==> config.mk <==
export PLATFORM = sky130hd
export DESIGN_NAME = imm_gen
export DESIGN_NICKNAME = d
export VERILOG_FILES = /design/src/design/core_cfg_pkg.sv /design/src/design/rv_isa_pkg.sv /design/src/design/imm_gen.sv
export SDC_FILE = /design/constraint.sdc
export NUM_CORES = 1
export LEC_CHECK = 0
export ABC_AREA = 1
export BUFFER_PORTS_ARGS = -buffer_cell sky130_fd_sc_hd__buf_2
export CAP_MARGIN = 25
export CORE_UTILIZATION = 33
export DETAILED_ROUTE_END_ITERATION = 10
export PLACE_DENSITY = 0.89
export SYNTH_ARGS = -nofsm -noshare
export SYNTH_HDL_FRONTEND = slang
export SYNTH_SLANG_ARGS = --single-unit
==> constraint.sdc <==
create_clock -name vclk -period 1.46
set_clock_uncertainty 0.1 [all_clocks]
set_input_delay 0.073 -clock vclk [all_inputs]
set_output_delay 0.073 -clock vclk [all_outputs]
set_load 0.02 [all_outputs]
==> src/design/core_cfg_pkg.sv <==
`default_nettype none

package core_cfg_pkg;

  localparam int xlen       = 64;
  localparam int reg_addr_w = 5;

  localparam logic [xlen-1:0] pc_init = 64'h8000_0000;
  localparam int inst_len = 4; // byte step between instructions.

  // boot lasts one clock after reset so the first fetch is stable.
  typedef enum logic [1:0] {
    st_boot,
    st_run,
    st_halt
  } core_state_e;

endpackage

`default_nettype wire

==> src/design/rv_isa_pkg.sv <==
`default_nettype none

package rv_isa_pkg;

  // major opcodes are taken from inst[6:0].
  typedef enum logic [6:0] {
    op_lui    = 7'b0110111,
    op_auipc  = 7'b0010111,
    op_jal    = 7'b1101111,
    op_jalr   = 7'b1100111,
    op_branch = 7'b1100011,
    op_load   = 7'b0000011,
    op_store  = 7'b0100011,
    op_imm    = 7'b0010011,
    op_reg    = 7'b0110011,
    op_system = 7'b1110011
  } opcode_e;

  typedef enum logic [3:0] {
    alu_add, alu_sub, alu_sll, alu_slt, alu_sltu, alu_xor,
    alu_srl, alu_sra, alu_or, alu_and, alu_pass_b
  } alu_op_e;

  typedef enum logic [2:0] {imm_i, imm_s, imm_b, imm_u, imm_j} imm_sel_e;
  typedef enum logic {a_rs1, a_pc} a_sel_e;
  typedef enum logic {b_rs2, b_imm} b_sel_e;
  typedef enum logic [1:0] {wb_alu, wb_mem, wb_snpc} wb_sel_e;
  typedef enum logic [1:0] {pc_snpc, pc_alu, pc_branch} pc_sel_e;

  localparam logic [2:0] f3_beq     = 3'b000;
  localparam logic [2:0] f3_bne     = 3'b001;
  localparam logic [2:0] f3_dword   = 3'b011; // ld and sd.
  localparam logic [2:0] f3_add_sub = 3'b000;
  localparam logic [2:0] f3_sll     = 3'b001;
  localparam logic [2:0] f3_slt     = 3'b010;
  localparam logic [2:0] f3_sltu    = 3'b011;
  localparam logic [2:0] f3_xor     = 3'b100;
  localparam logic [2:0] f3_srl_sra = 3'b101;
  localparam logic [2:0] f3_or      = 3'b110;
  localparam logic [2:0] f3_and     = 3'b111;

  localparam logic [6:0] f7_base = 7'b0000000;
  localparam logic [6:0] f7_alt  = 7'b0100000; // marks sub and sra.

  localparam logic [31:0] ebreak_inst = 32'h0010_0073;

endpackage

`default_nettype wire
==> src/design/imm_gen.sv <==
`timescale 1ns/1ps
`default_nettype none

module imm_gen (
  input  logic [31:0]                   inst,
  input  rv_isa_pkg::imm_sel_e          imm_sel,
  output logic [core_cfg_pkg::xlen-1:0] imm
);
  import rv_isa_pkg::*;
  import core_cfg_pkg::*;

  logic sign;

  assign sign = inst[31]; // every format takes its sign from bit 31.

  always_comb begin
    case (imm_sel)
      imm_s: imm = {{(xlen-12){sign}}, inst[31:25], inst[11:7]};
      imm_b: begin
        // branch offsets are in half-word units.
        imm = {{(xlen-13){sign}}, inst[31], inst[7], inst[30:25], inst[11:8], 1'b0};
      end
      imm_u: imm = {{(xlen-32){sign}}, inst[31:12], 12'b0};
      imm_j: begin
        imm = {{(xlen-21){sign}}, inst[31], inst[19:12], inst[20], inst[30:21],
               1'b0};
      end
      default: imm = {{(xlen-12){sign}}, inst[31:20]}; // I format.
    endcase
  end

endmodule

`default_nettype wire

Yosys cells after proc, flatten, opt, wreduce, memory -nomap -nowiden
Cells that the tools add are included.
- register bits after elaboration: 0
- bits of input ports: 35
- output and inout port bits: 64
- logic and storage cells: 5
- eq/ne operators: 4
- muxes and demuxes: 1
- operators with widths (kind ; count):
    one-hot mux 31 bit (4 select lines) ; 1
    == test 3 x 2 -> 1 bit, second input constant ; 2
    == test 3 x 1 -> 1 bit, second input constant ; 1
    == test 3 bit, second input constant ; 1

Depth between registers and ports, before layout
- depth in word-level cells: 2
- gate-level depth with buffers: 6
- depth with buffers taken out: 6

Worst setup path after synthesis
No wires, ideal clock.
- path kind: input to output
- start point: input port imm_sel[0]
- end point: output port imm[26] (netlist name)
- data arrival time: 0.770 ns
- required time: 1.287 ns
- path slack: 0.517 ns
- stages: 6
- path buffers: 1
- path through: nor2_4 nand2_2 inv_1 nand2_2 buf_6 o211ai_1
- cells in the longest elaborated chain, start to end: 2
- elaborated cells on any way between the ends: 5
- classes of those cells: 4 x eq/ne; 1 x mux
- ends and longest elaborated chain (item ; RTL line ; text):
    from (decl) ; imm_gen.sv:6 ; input rv_isa_pkg::imm_sel_e imm_sel,
    == test 3 bit, or another cell as far along ; imm_gen.sv:17 ; case (imm_sel)
    one-hot mux 31 bit (4 select lines) * ; imm_gen.sv:17 ;
    to (decl) ; imm_gen.sv:7 ; output logic [core_cfg_pkg::xlen-1:0] imm
Every way passes the cells marked *; elsewhere a longest branch is shown, timed or not.

Worst setup path in the final report
- start point: input port imm_sel[0]
- end point: output port imm[27] (netlist name)
Same word-level chain as after synthesis.

==> impl_metrics.yaml <==
detailed_routing:
  drt_iter0_markers: 9
  routedWlPerCell_um: 9.082
  vias_per_cell: 4.423
  wl_mm: 1.780
  drc_errors: 0
  vias: 867
  drtPass1Iterations: 4
  detail-route-antenna-nets: 0
clock_network:
  post_cts_resized: 0
  ctsHoldBuffers: 0
  post-cts-setup-buffer-count: 0
worst_setup_path:
  critical_path_class: "input pin to output port"
  start_kind: "input pin"
  critPathRequiredTime_ns: 1.29
  critPathMaxFanout: 11
  worstPathArrival_ns: 1.06
  cp-end-kind: "output port"
logic_synthesis:
  synth_area_leaders: "buf_4 39%, nand2_1 19%, o211ai_1 8.0%, nand3_1 6.1%, nand3_4 5.3%"
  yosysTopAreaCell: "buf_4"
  avgSynthCellArea_um2: 5.784
  synth_top_area_share_pct: 38.71
  synth_cell_types: 13
  synth_area_um2: 659.4
  ys_seq_area_share_pct: 0
  synthCells: 114
  synthesis.nets: 149
  yosysWarnings: 0
global_routing:
  overflow: 0
  antenna_found_initial: 0
  grt_pass1_wl_mm: 2.304
  grt_max_degree: 34
  grt_usage_pct: 13.83
  grt_pass1_vias: 552
placement:
  placed_area_um2: 880.8
  dp_hpwl_mm: 1.500
  post-place-ws_ns: 0.2262
  placedCellCount: 196
  gp_congestion: 0.6611
  portBuffers: 92
floorplanning:
  die_w_um: 46.70
  coreArea_mm2: 0.001802
  die-area_mm2: 0.002181
  die_height_um: 46.70
  io_pins: 99
  initial_core_util_pct: 36.60
  placementRows: 15
sta:
  tightest_slew_ns: 0.2076
  max_freq_ghz: 0.8122
  final.min_clock_period_ns: 1.231
  hold_ws_ns: 0.3499
  slew_violations: 0
  fin_setup_tns_ns: 0
  layout_setup_ws_ns: 0.2288
  finalSetupViolCount: 0
  hold_viol: 0
  slew_headroom_pct: 86.16
  grt_setup_unrepaired: "false"
  finalCritPeriodShare_pct: 84.33
final_layout:
  multi_input_area_um2: 340.3
  fin_cells: 196
  nClkBuffers: 0
  nFillCells: 208
  nets: 208
  design.seq.count: 0
  seq_area_um2: 0
  n_antenna_cell: 0
  final_cell_area_um2: 880.8
  post-route-util_pct: 48.89
  syn2layout_area_growth_pct: 33.59
  layout-drive-gt1-share_pct: 59.06
pwr:
  power.total_uw: 435.1
  ir_worst_vdd_v: 0.0002382
  p_per_area_mw_per_mm2: 493.9
  p_leak_nw: 0.5961
run_status:
  outcome: "complete, no violations"
hold_path:
  hold_path_class: "input pin to output port"
job:
  max_cap_viol_count: 0
-- path summary, 6_finish.rpt --
check                 cells past startpoint  slack (ns)  endpoint  startpoint
worst max-delay path                      7        0.23   imm[27]  imm_sel[0]
worst min-delay path                      4        0.35    imm[4]    inst[11]
-- cells in the final DEF, fill, tap and decap left out --
master,netlist,routed
nor2_4,1,1
o211ai_1,7,7
inv_2,2,2
nand3_1,8,8
nand2_1,33,33
nand4_1,2,2
inv_1,9,9
o21ai_0,4,4
nand3_4,2,2
buf_4,34,1
nor2_1,7,7
nand2_2,3,3
buf_2,0,92
-- logic make-up after synthesis --
family	after synthesis	synth area share [%]
simple gates	56	40.61
buf+inv	47	48.39
compound gates	11	11.01
-- critical path: stages --
cell	delay (ns)
buf_2	0.15
nor2_4	0.15
nand2_2	0.11
inv_1	0.10
nand2_2	0.14
o211ai_1	0.13
buf_2	0.19
-- power by group --
part,switching [mW],internal (mW),total [mW]
registers,0,0,0
logic,0.291,0.144,0.435
clock network,0,0,0
-- synthesized netlist by cell type (all sizes together) --
cell type,count
buf,36
inv,11
nand2,36
nand3,10
nand4,2
nor2,8
o211ai,7
o21ai,4
-- routing by layer --
metal | share of wire [%] | GRT usage [%] | vias up
met2 | 46 | 27.50 | 67
met1 | 39 | 17.01 | 356
li1 | - | - | 444
met4 | 0 | 0 | 0
met5 | 0 | 0 | -
met3 | 14 | 0.7843 | 0
-- area by class of cell --
cell class                      instances  share of cell area [%]
Timing Repair Buffer                   93                   53.13
Multi-Input combinational cell         67                   38.64
Inverter                               11                   4.687
Tap cell                               25                   3.551
Note: power is estimated with default switching activity, not from simulation.
