$ cat src/design/core_cfg_pkg.sv
`default_nettype none

package core_cfg_pkg;

  localparam int xlen       = 64;
  localparam int reg_addr_w = 5;

  localparam logic [xlen-1:0] pc_init = 64'h8000_0000;
  localparam int inst_len = 4; // byte step between instructions.

  // boot lasts one clock after reset so the first fetch is stable.
  typedef enum logic [1:0] {
    st_boot,
    st_run,
    st_halt
  } core_state_e;

endpackage

`default_nettype wire

$ cat src/design/rv_isa_pkg.sv
`default_nettype none

package rv_isa_pkg;

  // major opcodes are taken from inst[6:0].
  typedef enum logic [6:0] {
    op_lui    = 7'b0110111,
    op_auipc  = 7'b0010111,
    op_jal    = 7'b1101111,
    op_jalr   = 7'b1100111,
    op_branch = 7'b1100011,
    op_load   = 7'b0000011,
    op_store  = 7'b0100011,
    op_imm    = 7'b0010011,
    op_reg    = 7'b0110011,
    op_system = 7'b1110011
  } opcode_e;

  typedef enum logic [3:0] {
    alu_add, alu_sub, alu_sll, alu_slt, alu_sltu, alu_xor,
    alu_srl, alu_sra, alu_or, alu_and, alu_pass_b
  } alu_op_e;

  typedef enum logic [2:0] {imm_i, imm_s, imm_b, imm_u, imm_j} imm_sel_e;
  typedef enum logic {a_rs1, a_pc} a_sel_e;
  typedef enum logic {b_rs2, b_imm} b_sel_e;
  typedef enum logic [1:0] {wb_alu, wb_mem, wb_snpc} wb_sel_e;
  typedef enum logic [1:0] {pc_snpc, pc_alu, pc_branch} pc_sel_e;

  localparam logic [2:0] f3_beq     = 3'b000;
  localparam logic [2:0] f3_bne     = 3'b001;
  localparam logic [2:0] f3_dword   = 3'b011; // ld and sd.
  localparam logic [2:0] f3_add_sub = 3'b000;
  localparam logic [2:0] f3_sll     = 3'b001;
  localparam logic [2:0] f3_slt     = 3'b010;
  localparam logic [2:0] f3_sltu    = 3'b011;
  localparam logic [2:0] f3_xor     = 3'b100;
  localparam logic [2:0] f3_srl_sra = 3'b101;
  localparam logic [2:0] f3_or      = 3'b110;
  localparam logic [2:0] f3_and     = 3'b111;

  localparam logic [6:0] f7_base = 7'b0000000;
  localparam logic [6:0] f7_alt  = 7'b0100000; // marks sub and sra.

  localparam logic [31:0] ebreak_inst = 32'h0010_0073;

endpackage

`default_nettype wire
$ cat src/design/alu_unit.sv
`timescale 1ns/1ps
`default_nettype none

module alu_unit (
  input  rv_isa_pkg::a_sel_e            a_sel,
  input  rv_isa_pkg::b_sel_e            b_sel,
  input  rv_isa_pkg::alu_op_e           alu_op,
  input  logic [core_cfg_pkg::xlen-1:0] rs1_val,
  input  logic [core_cfg_pkg::xlen-1:0] rs2_val,
  input  logic [core_cfg_pkg::xlen-1:0] pc,
  input  logic [core_cfg_pkg::xlen-1:0] imm,
  output logic [core_cfg_pkg::xlen-1:0] alu_res,
  output logic                          br_taken
);
  import rv_isa_pkg::*;
  import core_cfg_pkg::*;

  logic [xlen-1:0] op_a;
  logic [xlen-1:0] op_b;
  logic [5:0]      shamt;
  logic            lt_s;
  logic            lt_u;
  logic            eq;

  assign op_a  = (a_sel == a_pc)  ? pc  : rs1_val;
  assign op_b  = (b_sel == b_imm) ? imm : rs2_val;
  assign shamt = op_b[5:0];

  assign lt_s = $signed(op_a) < $signed(op_b);
  assign lt_u = op_a < op_b;

  always_comb begin
    case (alu_op)
      alu_sub:    alu_res = op_a - op_b;
      alu_sll:    alu_res = op_a << shamt;
      alu_slt:    alu_res = {{(xlen-1){1'b0}}, lt_s};
      alu_sltu:   alu_res = {{(xlen-1){1'b0}}, lt_u};
      alu_xor:    alu_res = op_a ^ op_b;
      alu_srl:    alu_res = op_a >> shamt;
      alu_sra:    alu_res = $signed(op_a) >>> shamt;
      alu_or:     alu_res = op_a | op_b;
      alu_and:    alu_res = op_a & op_b;
      alu_pass_b: alu_res = op_b;
      default:    alu_res = op_a + op_b;
    endcase
  end

  // compare works on the registers directly, so it is independent of operand selects.
  assign eq       = (rs1_val == rs2_val);
  assign br_taken = (alu_op == alu_xor) ? !eq : eq; // xor stands for bne.

endmodule

`default_nettype wire

$ cat config.mk
export PLATFORM = sky130hd
export DESIGN_NAME = alu_unit
export DESIGN_NICKNAME = d
export VERILOG_FILES = /design/src/design/core_cfg_pkg.sv /design/src/design/rv_isa_pkg.sv /design/src/design/alu_unit.sv
export SDC_FILE = /design/constraint.sdc
export NUM_CORES = 1
export LEC_CHECK = 0
export BUFFER_PORTS_ARGS = -buffer_cell sky130_fd_sc_hd__buf_2
export CAP_MARGIN = 15
export CORE_MARGIN = 8
export CORE_UTILIZATION = 40
export DETAILED_ROUTE_END_ITERATION = 16
export GPL_TIMING_DRIVEN = 0
export REMOVE_ABC_BUFFERS = 1
export SLEW_MARGIN = 20
export SYNTH_ARGS = -nofsm -noshare
export SYNTH_HDL_FRONTEND = slang
export SYNTH_SLANG_ARGS = --single-unit
$ cat constraint.sdc
create_clock -name vclk -period 13.6
set_input_delay 2.72 -clock vclk [all_inputs]
set_output_delay 2.72 -clock vclk [all_outputs]
set_load 0.005 [all_outputs]
**After elaboration in Yosys (flattened, before gate mapping)**

Cells that the tools add are included.

- Add/subtract/negate cells: 2
- Order comparisons: 2
- Equal/unequal tests: 11
- Shift-type cells: 3
- Mux-type cells: 4
- Bitwise operators: 3
- Reductions and logical operators: 1

Operator list:

| kind | count |
|---|---|
| $pmux 64 s10 | 1 |
| $lt 64x64->1 | 2 |
| $mux 64 | 2 |
| $add 64x64->64 | 1 |
| $and 64x64->64 | 1 |
| $eq 64x64->1 | 1 |
| $or 64x64->64 | 1 |
| $shl 64x6->64 | 1 |
| $shr 64x6->64 | 1 |
| $sshr 64x6->64 | 1 |
| $sub 64x64->64 | 1 |
| $xor 64x64->64 | 1 |
| $eq 4x3->1 const B | 4 |
| $eq 4x4->1 const B | 3 |
| $eq 4x2->1 const B | 2 |
| $eq 4x1->1 const B | 1 |
| $logic_not 1->1 | 1 |
| $mux 1 | 1 |

- Register bits after elaboration: 0
- Input port bits: 262
- Output and inout bits: 65

**Logic depth before layout (Yosys ltp)**

- Word-level depth: 3
- Depth in mapped cells: 21
- Mapped depth without buffers: 16

**Worst setup path after synthesis**

No wires, ideal clock.

- Kind: input-to-output
- From: input port b_sel
- To: output port alu_res[58] (netlist name)
- Data arrival time: 7333 ps
- Required time: 10880 ps
- Setup slack: 3547 ps
- Stages: 20
- Buffers on the path: 7
- Path through: buf_4 > mux2i_1 > clkbuf_1 > buf_1 > buf_2 > buf_2 > buf_1 > ha_1 > buf_2 > a21o_1 > a21oi_1 > a211o_1 > o211ai_1 > a21oi_1 > nor3b_1 > o21ai_1 > a2111oi_2 > nor2_1 > mux2i_1 > a211o_1

- Word-level cells in the longest chain between the ends: 3

RTL lines:

| element | line | text |
|---|---|---|
| from (decl) | alu_unit.sv:6 | `input rv_isa_pkg::b_sel_e b_sel,` |
| $mux 64 (*) | alu_unit.sv:26 | `assign op_b = (b_sel == b_imm) ? imm : rs2_val;` |
| $add 64x64->64 (tied with other cells) | alu_unit.sv:44 | `default: alu_res = op_a + op_b;` |
| $pmux 64 s10 (*) | alu_unit.sv:33 | `case (alu_op)` |
| to (decl) | alu_unit.sv:12 | `output logic [core_cfg_pkg::xlen-1:0] alu_res,` |

Mark *: on every way between the ends. The rest lies on a longest branch, timed or not.

**Final worst setup path**

- From: input port a_sel
- To: output port alu_res[54] (netlist name)

- Word-level cells in the longest chain between the ends: 3

RTL lines:

| element | line | text |
|---|---|---|
| from (decl) | alu_unit.sv:5 | `input rv_isa_pkg::a_sel_e a_sel,` |
| $mux 64 (*) | alu_unit.sv:25 | `assign op_a = (a_sel == a_pc) ? pc : rs1_val;` |
| $add 64x64->64 (tied with other cells) | alu_unit.sv:44 |  |
| $pmux 64 s10 (*) | alu_unit.sv:33 |  |

Marks and branches as above.

==> results by group <==
Final layout
  – Post-route insts no fill: roughly 4300
  – Register area: 0 sq um
  – Antenna Cells: 0
  – Seq Cell Count: 0
  – P&R area growth vs syn: 12.8%
  – Final core utilization: 0.455
  – Nets@finish: between 3000 and 4000
  – CLK BUF: 0
  – Fraction of layout cells with a size suffix above 1: 0.153
  – Fill count: between 5000 and 6000

Pwr
  – Pwr Density: roughly 65 nW/um^2
  – Net switching fraction of the power: 0.663
  – Clock Power Share: 0
  – Gate power share: 1.000
  – Seq pwr share: 0
  – P_int: roughly 0.55 mW
  – Pleak: 11.1 nW
  – Peak supply drop: around 0.000029 V
  – Psw: ~1.1 mW

Placement
  – Post-DP HPWL: 106000 um
  – DP Worst Slack: around 1800 ps
  – GPL Wtd Cong: between 1 and 1.5
  – Number of port buffers: between 300 and 400
  – Placed cell count: 4262

Timing
  – Final worst-path cycle share: 0.903
  – Count of pins over their slew limit: 0
  – Slew @ Worst Pin: around 1500 ps
  – Endpoints failing setup: 0
  – Final worst setup slack: roughly 1300 ps
  – Hold WS: 5960 ps
  – Worst slew margin: 0.0135
  – Fmax: slightly above 80 MHz
  – RSZ-0062 raised after global routing: false
  – Final hold vios: 0
  – Setup TNS: 0 ps
  – Final period demand of the worst path: 12280 ps

Global routing
  – Grt ovf: 0
  – Initial antenna violation count: 3
  – GR Util All Layers: 0.383
  – First-pass GRT wire length: approximately 190000 um
  – Largest net degree at the start of global routing: between 80 and 90
  – Vias in the first global route: approximately 27000

Floorplan
  – # rows: 86
  – Die ar.: ~63000 sq um
  – IO Pins: roughly 330
  – Initial Util: 0.403
  – Die Y: 251 um
  – Die width: between 200 and 300 um
  – Core ar.: around 55000 sq um

Yosys
  – Ys Warns: 0
  – Sequential share of the synthesized area: 0
  – Yosys cell types: just over 90
  – Share of the synthesized area in the top cell type: 0.158
  – Top cells by area, synth: mux2i_1, ha_1, a21oi_1
  – Syn Std Cell Area: approximately 22000 sq um
  – Area leader, netlist: mux2i_1
  – Synth Instances: between 3000 and 4000
  – Syn_area_per_cell: about 6.5 sq um

Setup path
  – Arr. time, crit path: 9560 ps
  – Kind of critical path: primary input to output pin
  – CP max FO: 37
  – Slowest CP cell: o31ai_1
  – CP max stage delay: roughly 1200 ps
  – WP buf/inv: 3
  – Worst path depth: 16
  – Kind of end point of the critical path: output pin
  – Crit path to: alu_res[54]
  – Crit-path leading delay family: compound AO/OA/AOI/OAI gates
  – Worst-path cell chain: buf_6 -> buf_16 -> mux2i_1 -> ha_1 -> nor4_1 -> nand4b_1 -> nor4_1 -> nand2_1 -> o31ai_1 -> o31ai_1 -> a211oi_1 -> a21oi_1 -> nor2_1 -> a211oi_1 -> o21ai_0 -> buf_2
  – CP startpoint: a_sel
  – Critical path startpoint category: primary input
  – Critical Path RT: approximately 11000 ps

Clock network
  – CTS Hold Buffers Added: 0
  – Number of gates resized after cts: 0
  – Postcts setup bufs: 0

Status
  – Failing checks: max-capacitance violations
  – Status: finished with violations

Detailed routing
  – Number of routed nets with antenna violations: 0
  – TritonRoute pass-1 iters: 8
  – Vias per cell: 6.85
  – Drt wl/cell: approximately 30 um
  – DRT Wirelength: approximately 130000 um
  – Initial DRC count: ~4500
  – Remaining DRCs: 0
  – Via count: around 29000

Hold path
  – Worst min path class: primary input to output pin

Run
  – Max-cap viol count: 1
worst min path at each step:
stage | start | to | cells past startpoint
after floorplan | alu_op[3] | alu_res[0] | 3
after global placement | imm[26] | alu_res[26] | 6
after detailed placement | imm[26] | alu_res[26] | 6
after CTS | imm[26] | alu_res[26] | 6
after global routing | imm[26] | alu_res[26] | 6
final | imm[26] | alu_res[26] | 6
cells by family (layout without fill, tap and decap cells):
| group | Yosys count | in the layout | synth area share |
|---|---|---|---|
| AOI/OAI and AO/OA | 1183 | 1183 | 0.353 |
| xor gates and xnor gates | 74 | 74 | 0.0293 |
| adders and majority gates | 195 | 195 | 0.111 |
| buffers and inverters | 475 | 594 | 0.0903 |
| muxes | 439 | 439 | 0.210 |
| and+or+nand+nor | 1029 | 1029 | 0.207 |
layer usage:
layer / vias to the layer above / GRT usage / wire length (um)
li1: 12896 / - / -
met1: 13739 / 0.504 / 50600
met2: 2135 / 0.584 / 54400
met3: 416 / 0.0681 / 14900
met4: 0 / 0.219 / 9460
met5: - / 0 / 0
cell usage in the layout, fill, tap and decap left out, types with 14 or more instances in the layout:
cell type    n
a21oi_1    314
nor4_1      26
and3_1      14
buf_16      36
a31oi_1     39
xnor2_1     73
a221o_1     26
a211oi_1    64
ha_1       193
mux2_2      70
o22ai_1     41
nand4_1     49
nand2_1    357
o2111ai_1   28
o221ai_1    17
o21bai_1    48
buf_2      325
nand3_1     74
o31ai_1     35
inv_1      195
nor2_1     335
nor2b_1     17
a22oi_1     44
o21ai_0    217
or3_1       14
o211ai_1    75
nand2b_1    23
nor3_1      57
mux2i_1    346
a21o_1      30
a221oi_1    48
o21ai_1     16
tightest hold or removal path, stage by stage:
cell and delay (ps):
buf_2 80, mux2i_1 100, inv_1 100, a21oi_1 70, nand4_1 60, buf_2 110
layout make-up:
type / instances / area (sq um) / area share
well taps: 748 / 936 / 0.0374
inverters: 205 / 797 / 0.0319
multi-input cells: 2920 / 20300 / 0.812
repair buffers: 389 / 2970 / 0.119
synth_stat cells, drive strengths merged, types with 73 or more instances:
library cell    n
a21oi         315
clkbuf        148
mux2i         357
nand2         358
xnor2          73
o211ai         75
ha            193
nand3          74
buf           122
o21ai         233
nor2          340
inv           202
power groups by stage:
stage | combinational, mW | clock (mW) | sequential (mW)
detailed placement | 1.55 | 0 | 0
global route | 1.71 | 0 | 0
global placement | 1.55 | 0 | 0
floorplan | 0.965 | 0 | 0
CTS | 1.56 | 0 | 0
finish | 1.63 | 0 | 0
per-stage QoR:
stage / power, mW / instance area, sq um
2_1_floorplan: 0.965 / 20900
3_3_place_gp: 1.55 / 23500
3_5_place_dp: 1.55 / 25000
4_1_cts: 1.56 / 25000
5_1_grt: 1.71 / 25000
6_report: 1.63 / 25000
Power figures use the tool's default switching activity.
