$ cat src/design/rv_isa_pkg.sv
`default_nettype none

package rv_isa_pkg;

  // major opcodes are taken from inst[6:0].
  typedef enum logic [6:0] {
    op_lui    = 7'b0110111,
    op_auipc  = 7'b0010111,
    op_jal    = 7'b1101111,
    op_jalr   = 7'b1100111,
    op_branch = 7'b1100011,
    op_load   = 7'b0000011,
    op_store  = 7'b0100011,
    op_imm    = 7'b0010011,
    op_reg    = 7'b0110011,
    op_system = 7'b1110011
  } opcode_e;

  typedef enum logic [3:0] {
    alu_add, alu_sub, alu_sll, alu_slt, alu_sltu, alu_xor,
    alu_srl, alu_sra, alu_or, alu_and, alu_pass_b
  } alu_op_e;

  typedef enum logic [2:0] {imm_i, imm_s, imm_b, imm_u, imm_j} imm_sel_e;
  typedef enum logic {a_rs1, a_pc} a_sel_e;
  typedef enum logic {b_rs2, b_imm} b_sel_e;
  typedef enum logic [1:0] {wb_alu, wb_mem, wb_snpc} wb_sel_e;
  typedef enum logic [1:0] {pc_snpc, pc_alu, pc_branch} pc_sel_e;

  localparam logic [2:0] f3_beq     = 3'b000;
  localparam logic [2:0] f3_bne     = 3'b001;
  localparam logic [2:0] f3_dword   = 3'b011; // ld and sd.
  localparam logic [2:0] f3_add_sub = 3'b000;
  localparam logic [2:0] f3_sll     = 3'b001;
  localparam logic [2:0] f3_slt     = 3'b010;
  localparam logic [2:0] f3_sltu    = 3'b011;
  localparam logic [2:0] f3_xor     = 3'b100;
  localparam logic [2:0] f3_srl_sra = 3'b101;
  localparam logic [2:0] f3_or      = 3'b110;
  localparam logic [2:0] f3_and     = 3'b111;

  localparam logic [6:0] f7_base = 7'b0000000;
  localparam logic [6:0] f7_alt  = 7'b0100000; // marks sub and sra.

  localparam logic [31:0] ebreak_inst = 32'h0010_0073;

endpackage

`default_nettype wire
$ cat src/design/inst_decoder.sv
`timescale 1ns/1ps
`default_nettype none

module inst_decoder (
  input  logic [31:0]          inst,
  input  logic                 run,
  output rv_isa_pkg::alu_op_e  alu_op,
  output rv_isa_pkg::a_sel_e   a_sel,
  output rv_isa_pkg::b_sel_e   b_sel,
  output rv_isa_pkg::wb_sel_e  wb_sel,
  output rv_isa_pkg::pc_sel_e  pc_sel,
  output rv_isa_pkg::imm_sel_e imm_sel,
  output logic                 reg_wen,
  output logic                 mem_wen,
  output logic                 mem_ren,
  output logic                 is_ebreak
);
  import rv_isa_pkg::*;

  opcode_e    opcode;
  logic [2:0] funct3;
  logic [6:0] funct7;
  logic       shift_ok; // legal upper bits for a 6-bit shift amount.
  logic       reg_ok;
  logic       reg_wen_d;
  logic       mem_wen_d;
  logic       mem_ren_d;

  assign opcode = opcode_e'(inst[6:0]);
  assign funct3 = inst[14:12];
  assign funct7 = inst[31:25];

  assign shift_ok = (inst[31:26] == 6'b000000) ||
                    (inst[31:26] == 6'b010000 && funct3 == f3_srl_sra);
  assign reg_ok   = (funct7 == f7_base) ||
                    (funct7 == f7_alt && (funct3 == f3_add_sub || funct3 == f3_srl_sra));

  // the alternate bit only matters for add/sub and srl/sra.
  function automatic alu_op_e f3_to_alu(input logic [2:0] f3, input logic alt);
    case (f3)
      f3_add_sub: return alt ? alu_sub : alu_add;
      f3_sll:     return alu_sll;
      f3_slt:     return alu_slt;
      f3_sltu:    return alu_sltu;
      f3_xor:     return alu_xor;
      f3_srl_sra: return alt ? alu_sra : alu_srl;
      f3_or:      return alu_or;
      default:    return alu_and;
    endcase
  endfunction

  always_comb begin
    alu_op    = alu_add;
    a_sel     = a_rs1;
    b_sel     = b_imm;
    wb_sel    = wb_alu;
    pc_sel    = pc_snpc;
    imm_sel   = imm_i;
    reg_wen_d = 1'b0;
    mem_wen_d = 1'b0;
    mem_ren_d = 1'b0;
    is_ebreak = 1'b0;
    case (opcode)
      op_lui: begin
        imm_sel   = imm_u;
        alu_op    = alu_pass_b;
        reg_wen_d = 1'b1;
      end
      op_auipc: begin
        imm_sel   = imm_u;
        a_sel     = a_pc;
        reg_wen_d = 1'b1;
      end
      op_jal: begin
        imm_sel   = imm_j;
        a_sel     = a_pc; // target is pc + imm through the ALU.
        wb_sel    = wb_snpc;
        pc_sel    = pc_alu;
        reg_wen_d = 1'b1;
      end
      op_jalr: begin
        wb_sel    = wb_snpc;
        pc_sel    = pc_alu;
        reg_wen_d = 1'b1;
      end
      op_branch: begin
        if (funct3 == f3_beq || funct3 == f3_bne) begin
          imm_sel = imm_b;
          b_sel   = b_rs2;
          pc_sel  = pc_branch;
          alu_op  = (funct3 == f3_bne) ? alu_xor : alu_sub; // picks the compare sense.
        end
      end
      op_load: begin
        if (funct3 == f3_dword) begin
          wb_sel    = wb_mem;
          reg_wen_d = 1'b1;
          mem_ren_d = 1'b1;
        end
      end
      op_store: begin
        if (funct3 == f3_dword) begin
          imm_sel   = imm_s;
          mem_wen_d = 1'b1;
        end
      end
      op_imm: begin
        if (funct3 == f3_sll || funct3 == f3_srl_sra) begin
          alu_op    = f3_to_alu(funct3, inst[30]);
          reg_wen_d = shift_ok;
        end else begin
          alu_op    = f3_to_alu(funct3, 1'b0); // addi has no subtract form.
          reg_wen_d = 1'b1;
        end
      end
      op_reg: begin
        b_sel     = b_rs2;
        alu_op    = f3_to_alu(funct3, funct7[5]);
        reg_wen_d = reg_ok;
      end
      op_system: is_ebreak = (inst == ebreak_inst);
      default: ;
    endcase

    // nothing is written outside run state.
    reg_wen = run & reg_wen_d;
    mem_wen = run & mem_wen_d;
    mem_ren = run & mem_ren_d;
  end

endmodule

`default_nettype wire

$ cat config.mk
export PLATFORM = sky130hd
export DESIGN_NAME = inst_decoder
export DESIGN_NICKNAME = d
export VERILOG_FILES = /design/src/design/rv_isa_pkg.sv /design/src/design/inst_decoder.sv
export SDC_FILE = /design/constraint.sdc
export NUM_CORES = 1
export LEC_CHECK = 0
export ABC_AREA = 1
export ABC_CLOCK_PERIOD_IN_PS = 1600
export BUFFER_PORTS_ARGS = -buffer_cell sky130_fd_sc_hd__buf_2
export CAP_MARGIN = 25
export CELL_PAD_IN_SITES_DETAIL_PLACEMENT = 1
export CELL_PAD_IN_SITES_GLOBAL_PLACEMENT = 2
export CORE_ASPECT_RATIO = 1.1
export CORE_MARGIN = 4
export CORE_UTILIZATION = 15
export DETAILED_ROUTE_END_ITERATION = 10
export PLACE_DENSITY_LB_ADDON = 0.1
export SYNTH_ARGS = -nofsm -noshare
export SYNTH_HDL_FRONTEND = slang
export SYNTH_SLANG_ARGS = --single-unit
$ cat constraint.sdc
create_clock -name vclk -period 1.6
set_input_delay 0 -clock vclk [all_inputs]
set_output_delay 0 -clock vclk [all_outputs]
set_load 0.05 [all_outputs]
### Word-level counts from Yosys, hierarchy flattened

Cells that the tools add are included.

* flip-flop bits (word level): 0
* input port bits: 33
* word-level logic and storage cells: 60

* equality and inequality tests: 19
* mux-type cells: 24
* bitwise logic cells: 3
* reductions and logical operators: 14

Operator list (number)
* case mux 4 bit (7 select lines): 2
* equality test 32 x 21 -> 1 bit (second input constant): 1
* equality test 7 x 6 -> 1 bit (second input constant): 4
* equality test 7 bit (second input constant): 4
* case mux 4 bit (4 select lines): 1
* equality test 7 x 5 -> 1 bit (second input constant): 2
* case mux 3 bit (4 select lines): 1
* 2-to-1 mux 1 bit: 11
* equality test 3 bit (second input constant): 3
* case mux 2 bit (2 select lines): 2
* equality test 7 x 2 -> 1 bit (second input constant): 1
* logical NOT 7 bit: 1
* equality test 3 x 2 -> 1 bit (second input constant): 2
* equality test 6 x 5 -> 1 bit (second input constant): 1
* logical NOT 6 bit: 1
* 2-to-1 mux 3 bit: 2
* OR reduction 2 bit: 3
* logical OR 1 bit: 5
* 2-to-1 mux 2 bit: 2
* 2-to-1 mux 4 bit: 1
* case mux 1 bit (4 select lines): 1
* OR reduction 4 bit: 1
* AND 1 bit: 3
* equality test 3 x 1 -> 1 bit (second input constant): 1
* 3 further kinds: 4

### Depth between registers and ports, before layout

Gate-level depths: netlist of the first run.

* depth in word-level cells: 6
* mapped depth: 9

### Least setup slack after synthesis of the first run

OpenSTA, ideal clock, no wires.

* path type: input port to output port
* from: in inst[3]
* to: out alu_op[3]
* arrival: 1.597 ns
* required time: 1.600 ns
* slack: 0.003 ns
* stages on the path: 5
* buffers on the path: 0
* path through: nor2_1 nand2_1 inv_2 nand2_1 o31ai_1

* word-level cells in the longest chain between the ends: 2
* elaborated cells between the ends (all ways): 5
* those cells by class: 4 x eq/ne; 1 x mux

RTL lines
* start, declared: RTL line inst_decoder.sv:5 `input logic [31:0] inst,`
* equality test 7 x 6 -> 1 bit (tied with other cells): RTL line inst_decoder.sv:63 `case (opcode)`
* case mux 4 bit (4 select lines) (*): RTL line inst_decoder.sv:63
* end, declared: RTL line inst_decoder.sv:7 `output rv_isa_pkg::alu_op_e alu_op,`

Every way passes the cells marked *; elsewhere a longest branch is shown, timed or not.

### Worst setup path after layout of the first run

Ends and elaborated chain as after synthesis.

==> summary.md, run 1 <==
| Metric | Value |
|---|---|
| Outcome | `finished, final reports clean` |
| Vias | `between 700 and 800` |
| Post-Place Setup Slack | `0.434 ns` |
| CP peak stage delay | `around 0.30 ns` |
| P&R area growth vs syn | `64.2%` |
| ANT cells | `0` |
| PD cells | `approximately 160 nW/um^2` |
| Drt wl/cell | `11.2 um` |
| Peak VDD IR | `0.0594 mV` |
| Worst setup SP type | `input pin` |
| Post-route cell area | `approximately 750 um^2` |
| Max-cap violations | `0` |
| Commonest non-fill, non-tap cell in the layout | `buf_2` |
| Layout cells sized above 1 | `0.430` |
| Clkbuf count | `0` |
| Netlist cell types | `18` |
| Syn Inst Count | `99` |
| Tcrit/Tclk final | `0.712` |
| Post-CTS Setup Repair Bufs | `0` |
| Worst min path class | `input pin to output pin` |
| Final worst path period need | `1.14 ns` |
| Netlist Area Pre-Place | `roughly 450 um^2` |
| Synthesis Warnings | `0` |
| Pleak | `between 0.4 and 0.5 nW` |
| Final Hold Viols | `0` |
| WHS Path Cells | `4` |
| Remaining global-route overflow | `0` |
| Global-route wire length before repair | `~3.3 mm` |
| CTS hold repair buffers | `0` |
| CP max FO | `5` |
| Initial antenna violation count | `0` |
| Syn avg cell area | `~4.6 um^2` |
| Most frequent cells in the layout | `buf_2 (50), nand2_1 (21), nor2_1 (21)` |
| Largest net degree at the start of global routing | `8` |
| Worst Tran Pin Value | `about 0.26 ns` |
| Register Area | `0 um^2` |
| GP Congestion | `~0.76` |
| Tot Pwr | `about 0.12 mW` |
| Worst endpoint required time | `approximately 1.6 ns` |
| Max Freq | `between 0.8 and 0.9 GHz` |
| Syn Nets | `roughly 130` |
| Final worst setup slack | `around 0.46 ns` |
| Hold path start | `run` |
| Crit path cell chain | `buf_2, nor2_1, nand2_1, inv_2, nand2_1, o31ai_1, buf_2` |
| Synth top area share | `0.174` |
| Setup Crit Path Kind | `input pin to output pin` |
| Initial Util | `0.161` |
| Total core area | `about 2800 um^2` |
| Io pins | `50` |
| Post-CTS resize count | `0` |
| Slew Limit Fails | `0` |
| Total track usage | `0.0995` |
| Remaining antenna violation count after routing | `0` |
| Hold Path Sink | `reg_wen` |
| Sequential area share after synthesis | `0` |
| HPWL Detailed | `around 1.9 mm` |
| RSZ-0062 raised after global routing | `false` |
| Vias in the first global route | `800` |
| Synth area leaders | `nand2_1 (17%), nor2_1 (17%), nand3_1 (17%)` |
| DRC | `0` |
| CP Capture Type | `output pin` |
| Port Buffers | `50` |
| Die span in y | `65.7 um` |
| Pre-antenna DRT Iters | `2` |
| Setup TNS | `0 ns` |
| Crit path DAT | `~1.1 ns` |
| Final setup fails | `0` |
| Placed Instance Area | `around 750 um^2` |
| DRT iter0 DRCs | `14` |
| Row count | `20` |
| Routed Wire Length | `roughly 2 mm` |
| Worst path slowest cell | `buf_2` |
| Sequential cell count | `0` |
| Post-layout util | `0.264` |
| Rel. slew slack | `0.826` |
| Vias per Instance | `approximately 4.3` |
| Final #Nets | `184` |
| Die W | `between 60 and 70 um` |
| Overall die area | `~4000 um^2` |
| Area leader, netlist | `nand2_1` |
area by class of cell:
type               count  area, um^2
fillers              410        2080
multi-input cells     80         383
repair buffers        50         250
inverters             19        71.3
well taps             33        41.3
through the flow:
| step | cells | hold slack [ns] |
|---|---|---|
| finish | 182 | 0.388 |
| global route | 182 | 0.402 |
| CTS | 182 | 0.396 |
| detailed placement | 182 | 0.394 |
| global placement | 182 | 0.388 |
| floorplan | 99 | 0.189 |
routing by layer:
metal | vias to the layer above | track usage | wire length (um)
li1 | 421 | - | -
met1 | 335 | 0.123 | 886
met2 | 31 | 0.195 | 967
met3 | 0 | 0.00589 | 182
met4 | 0 | 0 | 0
met5 | - | 0 | 0
worst max-delay path by stage:
stage	startpoint	to	slack, ns
2_1_floorplan	inst[3]	alu_op[3]	0.003
3_3_place_gp	inst[3]	alu_op[2]	0.47
3_5_place_dp	inst[3]	alu_op[3]	0.43
4_1_cts	inst[6]	reg_wen	0.44
5_1_grt	inst[3]	alu_op[3]	0.30
6_report	inst[3]	alu_op[3]	0.46
synthesized netlist by cell type, types with 2 or more instances:
library cell and instances:
nand2_1 21, nand3_1 15, nor4_1 2, inv_2 6, a21oi_1 2, nor2_2 4
inv_1 13, nand4_1 3, nor3_1 2, o21ai_1 2, nor2_1 21, nand3_2 2
kinds of logic after synthesis:
family	count (synthesis)	synth area share
AND/OR/NAND/NOR	73	0.758
buffers and inverters	19	0.157
AO/OA/AOI/OAI	7	0.0854
critical path, delay by kind of cell:
kind / cells / cell delay, ns
AOI/OAI and AO/OA: 1 / 0.22
and+or+nand+nor: 3 / 0.40
buffers and inverters: 3 / 0.51
report_power, final:
part           leakage [nW]  internal (mW)  switching [mW]
clock                     0              0               0
sequential                0              0               0
combinational         0.490         0.0482          0.0722
total                 0.490         0.0482          0.0722
No activity file was read; power rests on OpenSTA's default activity.
==> run 2, diff against run 1 <==
Settings changed: ABC_AREA 1 to 0, ABC_CLOCK_PERIOD_IN_PS 1600 to 1180, CORE_UTILIZATION 15 to 14.
Clock period 1.6 ns to 1.18 ns, I/O delays scaled along.
==> run 2 against run 1 <==
The flow now finishes with violations (setup timing). Sequential share of layout area did not move. Total power rose by 87%. Die area fell by 9.0%. Worst hold slack got worse by 0.028 ns. Via count fell by 2.3%.
==> summary.md, run 2 <==
| Metric | Value |
|---|---|
| Outcome | `finished, violations left` |
| Failing checks | `setup timing` |
| Clkbuf count | `0 (unchanged)` |
| Worst endpoint required time | `1.18 ns (-0.42 ns)` |
| Pre-antenna DRT Iters | `4 (+2)` |
| Row count | `19 (-5.0%)` |
| Synth cell count leaders | `nor3_1 (6), o21ai_0 (6), nand3_1 (4)` |
| Setup Crit Path Kind | `input pin to output pin` |
| CP Capture Type | `output pin` |
| Final Non-Filler Cells | `160 (-12%)` |
| Routed Wire Length | `2.18 mm (+7.0%)` |
| Worst min path class | `input pin to output pin` |
| Die W | `57.7 um (-4.6%)` |
| Routing usage on met3 | `0.0145 (+0.00857)` |
| Most frequent cells in the layout | `buf_2 (31), buf_4 (27), buf_6 (12)` |
| DRC | `0 (unchanged)` |
| Sequential cell count | `0 (unchanged)` |
| Largest net degree at the start of global routing | `8 (unchanged)` |
| Vias per Instance | `4.81 (+11%)` |
| Vias | `769 (-2.3%)` |
| Netlist Area Pre-Place | `380 um^2 (-16%)` |
| Gate power share | `1.000 (about the same)` |
| Peak VDD IR | `0.0978 mV (+65%)` |
| Synth top area share | `0.0789 (-0.0946)` |
| Drt wl/cell | `13.6 um (+22%)` |
| Total core area | `2540 um^2 (-10%)` |
| GR Util met2 | `0.230 (+0.0356)` |
| Initial Util | `0.150 (-0.0111)` |
| Initial antenna violation count | `0 (unchanged)` |
| Pleak | `0.546 nW (+11%)` |
| ANT cells | `0 (unchanged)` |
| CP max FO | `4 (-1)` |
| Grt met1 use | `0.138 (+0.0154)` |
| Synthesis Warnings | `0 (unchanged)` |
| Psw | `0.109 mW (+51%)` |
| Overall die area | `3620 um^2 (-9.0%)` |
| Syn Inst Count | `57 (-42%)` |
| Final worst setup slack | `-0.110 ns (-0.571 ns)` |
| Setup TNS | `-0.413 ns (-0.413 ns)` |
| Sequential Power Share | `0 (unchanged)` |
| GP Congestion | `0.748 (-2.0%)` |
| Worst setup SP type | `input pin` |
| Rel. slew slack | `0.833 (+0.00621)` |
| Die span in y | `62.7 um (-4.6%)` |
| P_int | `0.116 mW (+140%)` |
| RSZ-0062 raised after global routing | `true` |
| Final setup fails | `9 (+9)` |
| Commonest non-fill, non-tap cell in the layout | `buf_2` |
| Placed cell count | `157 (-14%)` |
| Max Freq | `slightly below 0.8 GHz` |
| DRT iter0 DRCs | `11 (-3)` |
| Total track usage | `0.119 (+0.0197)` |
| Slew Limit Fails | `0 (unchanged)` |
| PD cells | `209 nW/um^2 (+30%)` |
| Crit path DAT | `1.29 ns (+0.15 ns)` |
| HPWL Detailed | `1.89 mm (-0.24%)` |
| Final worst path period need | `between 1 and 1.5 ns` |
| Syn Nets | `90 (-32%)` |
| Vias in the first global route | `832 (+4.0%)` |
| Register Area | `0 um^2 (unchanged)` |
| Worst Tran Pin Value | `0.247 ns (-0.0104 ns)` |
| Final hold slack | `0.360 ns (-0.0284 ns)` |
| Tcrit/Tclk final | `1.09` |
| Net Sw Frac | `0.484 (-0.115)` |
| P&R area growth vs syn | `183%` |
| Syn avg cell area | `6.67 um^2 (+45%)` |
| Final #Nets | `164 (-11%)` |
| Clock power share | `0 (unchanged)` |
| Global-route wire length before repair | `3.62 mm (+11%)` |
| Remaining antenna violation count after routing | `0 (unchanged)` |
| Max-cap violations | `0 (unchanged)` |
| Synth area leaders | `nor3_1 (7.9%), o21ai_0 (7.9%), nand3_1 (5.3%)` |
| Netlist cell types | `32 (+14)` |
| Port Buffers | `50 (unchanged)` |
| Sequential area share after synthesis | `0 (unchanged)` |
| Io pins | `50 (unchanged)` |
| Remaining global-route overflow | `0 (unchanged)` |
| GRT Max-Usage Layer | `met2` |
| Area leader, netlist | `nor3_1` |
| Layout cells sized above 1 | `0.752 (+0.322)` |
| Final Hold Viols | `0 (unchanged)` |
==> run 2: cell types whose count changed in the layout (fill, tap and decap cells not counted), moves of 12 or more <==
cell     before  now
buf_6         0   12
nor2_1       21    2
nand3_1      15    3
buf_4         0   27
nand2_1      21    2
buf_2        50   31
==> run 2: per-layer routing <==
metal  routed length (um)  vias up  share of wire
li1                     -      373              -
met1                  819      358           0.38
met2                 1150       36           0.53
met3                  188        2          0.086
met4                   22        0          0.010
met5                    0        -              0
==> run 2: critical path: stages <==
cell    delay (ns)
buf_6         0.10
or4_4         0.54
nor3_4        0.24
a21o_1        0.12
a32o_2        0.14
buf_8         0.15
==> run 2: power groups by stage <==
stage | clock (mW) | combinational, mW | sequential (mW)
2_1_floorplan | 0 | 0.0843 | 0
3_3_place_gp | 0 | 0.194 | 0
3_5_place_dp | 0 | 0.198 | 0
4_1_cts | 0 | 0.220 | 0
5_1_grt | 0 | 0.245 | 0
6_report | 0 | 0.225 | 0
==> run 2: metrics by stage <==
stage | setup WS [ns] | utilization | cell area (um^2) | power, mW
finish | -0.110 | 0.423 | 1080 | 0.225
global route | -0.157 | 0.423 | 1080 | 0.245
CTS | -0.127 | 0.405 | 1030 | 0.220
detailed placement | -0.247 | 0.348 | 886 | 0.198
global placement | -0.239 | 0.348 | 886 | 0.194
floorplan | -0.362 | - | 459 | 0.0843
==> run 2: repair_timing <==
item | in CTS | in global routing
pin swaps | 11 | 4
hold buffers | 0 | 0
endpoints found under the setup margin | 14 | 14
buffers inserted | 1 | 2
resized for setup | 35 | 10
cloned | 0 | 0
==> run 2: final cells by class <==
cell class / instances / area [um^2]
Fill cell: 322 / 1470
Inverter: 3 / 11.3
Tap cell: 31 / 38.8
Timing Repair Buffer: 75 / 561
Multi-Input combinational cell: 51 / 465
==> run 2: cells by family after synthesis <==
logic type | count (synthesis) | synth area share
buf+inv | 6 | 0.0855
xor+xnor | 1 | 0.0230
mux | 1 | 0.0263
compound gates | 16 | 0.293
simple gates | 33 | 0.572
==> run 2: path summary, 6_finish.rpt <==
kind / start / end / depth (start not counted)
max: inst[3] / alu_op[2] / 6
min: run / reg_wen / 3
==> run 3, diff against run 2 <==
==> constraint.sdc (replaced) <==
create_clock -name vclk -period 1.18
set_input_delay 0.059 -clock vclk [all_inputs]
set_output_delay 0.059 -clock vclk [all_outputs]
set_load 0.05 [all_outputs]
==> run 3 against run 2 <==
Critical endpoint unchanged. Flip-flop and latch count unchanged. Via count down 0.52%. Die area unchanged. The flow still finishes with violations (setup timing). Highest routed layer is now met3.
==> summary.md, run 3 (same netlist as run 2, synthesis figures left out) <==
| Metric | Value |
|---|---|
| Post-layout util | `0.488 (+0.0654)` |
| Worst endpoint required time | `1.12 ns (-0.06 ns)` |
| Final Non-Filler Cells | `164 (+2.5%)` |
| Commonest non-fill, non-tap cell in the layout | `buf_2` |
| Overall die area | `3620 um^2 (unchanged)` |
| PD cells | `217 nW/um^2 (+3.7%)` |
| Die span in y | `62.7 um (unchanged)` |
| Rel. slew slack | `0.823 (-0.00937)` |
| Initial Util | `0.150 (unchanged)` |
| Placed Instance Area | `947 um^2 (+6.9%)` |
| Pre-antenna DRT Iters | `3 (-1)` |
| DRT iter0 DRCs | `2 (-9)` |
| Final worst path period need | `1.45 ns (+0.160 ns)` |
| Clkbuf count | `0 (unchanged)` |
| Worst Path Buf+Inv | `2 (unchanged)` |
| Io pins | `50 (unchanged)` |
| Remaining antenna violation count after routing | `0 (unchanged)` |
| Final worst setup slack | `-0.270 ns (-0.160 ns)` |
| Drt wl/cell | `14.0 um (+3.1%)` |
| P&R area growth vs syn | `227%` |
| Vias in the first global route | `810 (-2.6%)` |
| GP Congestion | `0.746 (-0.28%)` |
| Largest net degree at the start of global routing | `7 (-1)` |
| Remaining global-route overflow | `0 (unchanged)` |
| Outcome | `finished, violations left` |
| CP Capture Type | `output pin` |
| HPWL Detailed | `1.89 mm (+0.16%)` |
| Peak VDD IR | `0.110 mV (+13%)` |
| Worst setup SP type | `input pin` |
| Number of fill cells | `310 (-3.7%)` |
| Multi-input logic area | `527 um^2 (+13%)` |
| Final #Nets | `168 (+2.4%)` |
| Worst path slowest cell | `or4_4` |
| Pleak | `0.631 nW (+16%)` |
| Final setup fails | `12 (+3)` |
| Max-cap violations | `0 (unchanged)` |
| Tot Pwr | `0.270 mW (+20%)` |
| Worst Tran Pin Value | `0.258 ns (+0.0102 ns)` |
| Setup Crit Path Kind | `input pin to output pin` |
| Max Freq | `0.690 GHz (-11%)` |
| DRC | `0 (unchanged)` |
| Failing checks | `setup timing` |
| Sequential cell count | `0 (unchanged)` |
| CP delay by family, top | `simple AND/OR/NAND/NOR gates` |
| CP peak stage delay | `0.54 ns (about the same)` |
| Initial antenna violation count | `0 (unchanged)` |
| Port Buffers | `50 (unchanged)` |
| Global-route wire length before repair | `3.66 mm (+1.1%)` |
| Post-Place Setup Slack | `-0.357 ns (-0.110 ns)` |
| Post-route cell area | `1240 um^2 (+15%)` |
| Row count | `19 (unchanged)` |
| ANT cells | `0 (unchanged)` |
| CP max FO | `4 (unchanged)` |
| Tcrit/Tclk final | `1.23 (+0.136)` |
| Total core area | `2540 um^2 (unchanged)` |
| Crit path DAT | `1.39 ns (+0.10 ns)` |
| Vias | `765 (-0.52%)` |
| Most frequent CP cell | `buf_8` |
| Layout cells sized above 1 | `0.820 (+0.0676)` |
| Final Hold Viols | `0 (unchanged)` |
| Crit path cell chain | `buf_8, or4_4, nor3_4, a21o_1, a32o_2, buf_8` |
| Die W | `57.7 um (unchanged)` |
| RSZ-0062 raised after global routing | `true` |
| Worst min path class | `input pin to output pin` |
| Placed cell count | `162 (+3.2%)` |
| Vias per Instance | `4.66 (-2.9%)` |
| Slew Limit Fails | `0 (unchanged)` |
| Most frequent cells in the layout | `buf_2 (25), buf_4 (24), buf_6 (22)` |
| Routed Wire Length | `2.30 mm (+5.6%)` |
| Total track usage | `0.123 (+0.00357)` |
| Register Area | `0 um^2 (unchanged)` |
==> run 3: tightest hold or removal path: cells and delay by family <==
family                 cells  cell delay, ns
buffers and inverters      2            0.25
AO/OA/AOI/OAI              1            0.11
==> run 3: final cells by class <==
class                      count  area share
inverter                       3     0.00906
timing repair buffer          79       0.536
multi-input combinational     51       0.424
tap                           31      0.0312
==> run 3: power by group <==
group / internal (mW) / switching (mW) / leakage (nW)
logic: 0.149 / 0.121 / 0.631
clock network: 0 / 0 / 0
registers: 0 / 0 / 0
==> run 3: what timing repair did <==
action / in CTS / in global routing
gates resized for setup: 58 / 12
pin swaps: 13 / 8
setup buffers: 0 / 2
endpoints found under the setup margin: 14 / 13
hold buffers: 0 / 0
==> run 3: stage by stage <==
stage / TNS, ns / hold WS (ns)
final: -1.70 / 0.475
after global routing: -2.41 / 0.487
after CTS: -1.75 / 0.472
after detailed placement: -3.04 / 0.522
after global placement: -2.76 / 0.524
after floorplan: -3.39 / 0.181
==> run 3: layer usage <==
metal  wire [um]  GRT usage
met1         794      0.137
met5           0          0
met4           0          0
met2        1350      0.257
met3         154    0.00620
==> run 3: worst paths after layout <==
kind	startpoint	to	slack, ns	depth (start not counted)
setup / recovery	inst[2]	alu_op[2]	-0.27	6
hold / removal	run	reg_wen	0.48	3
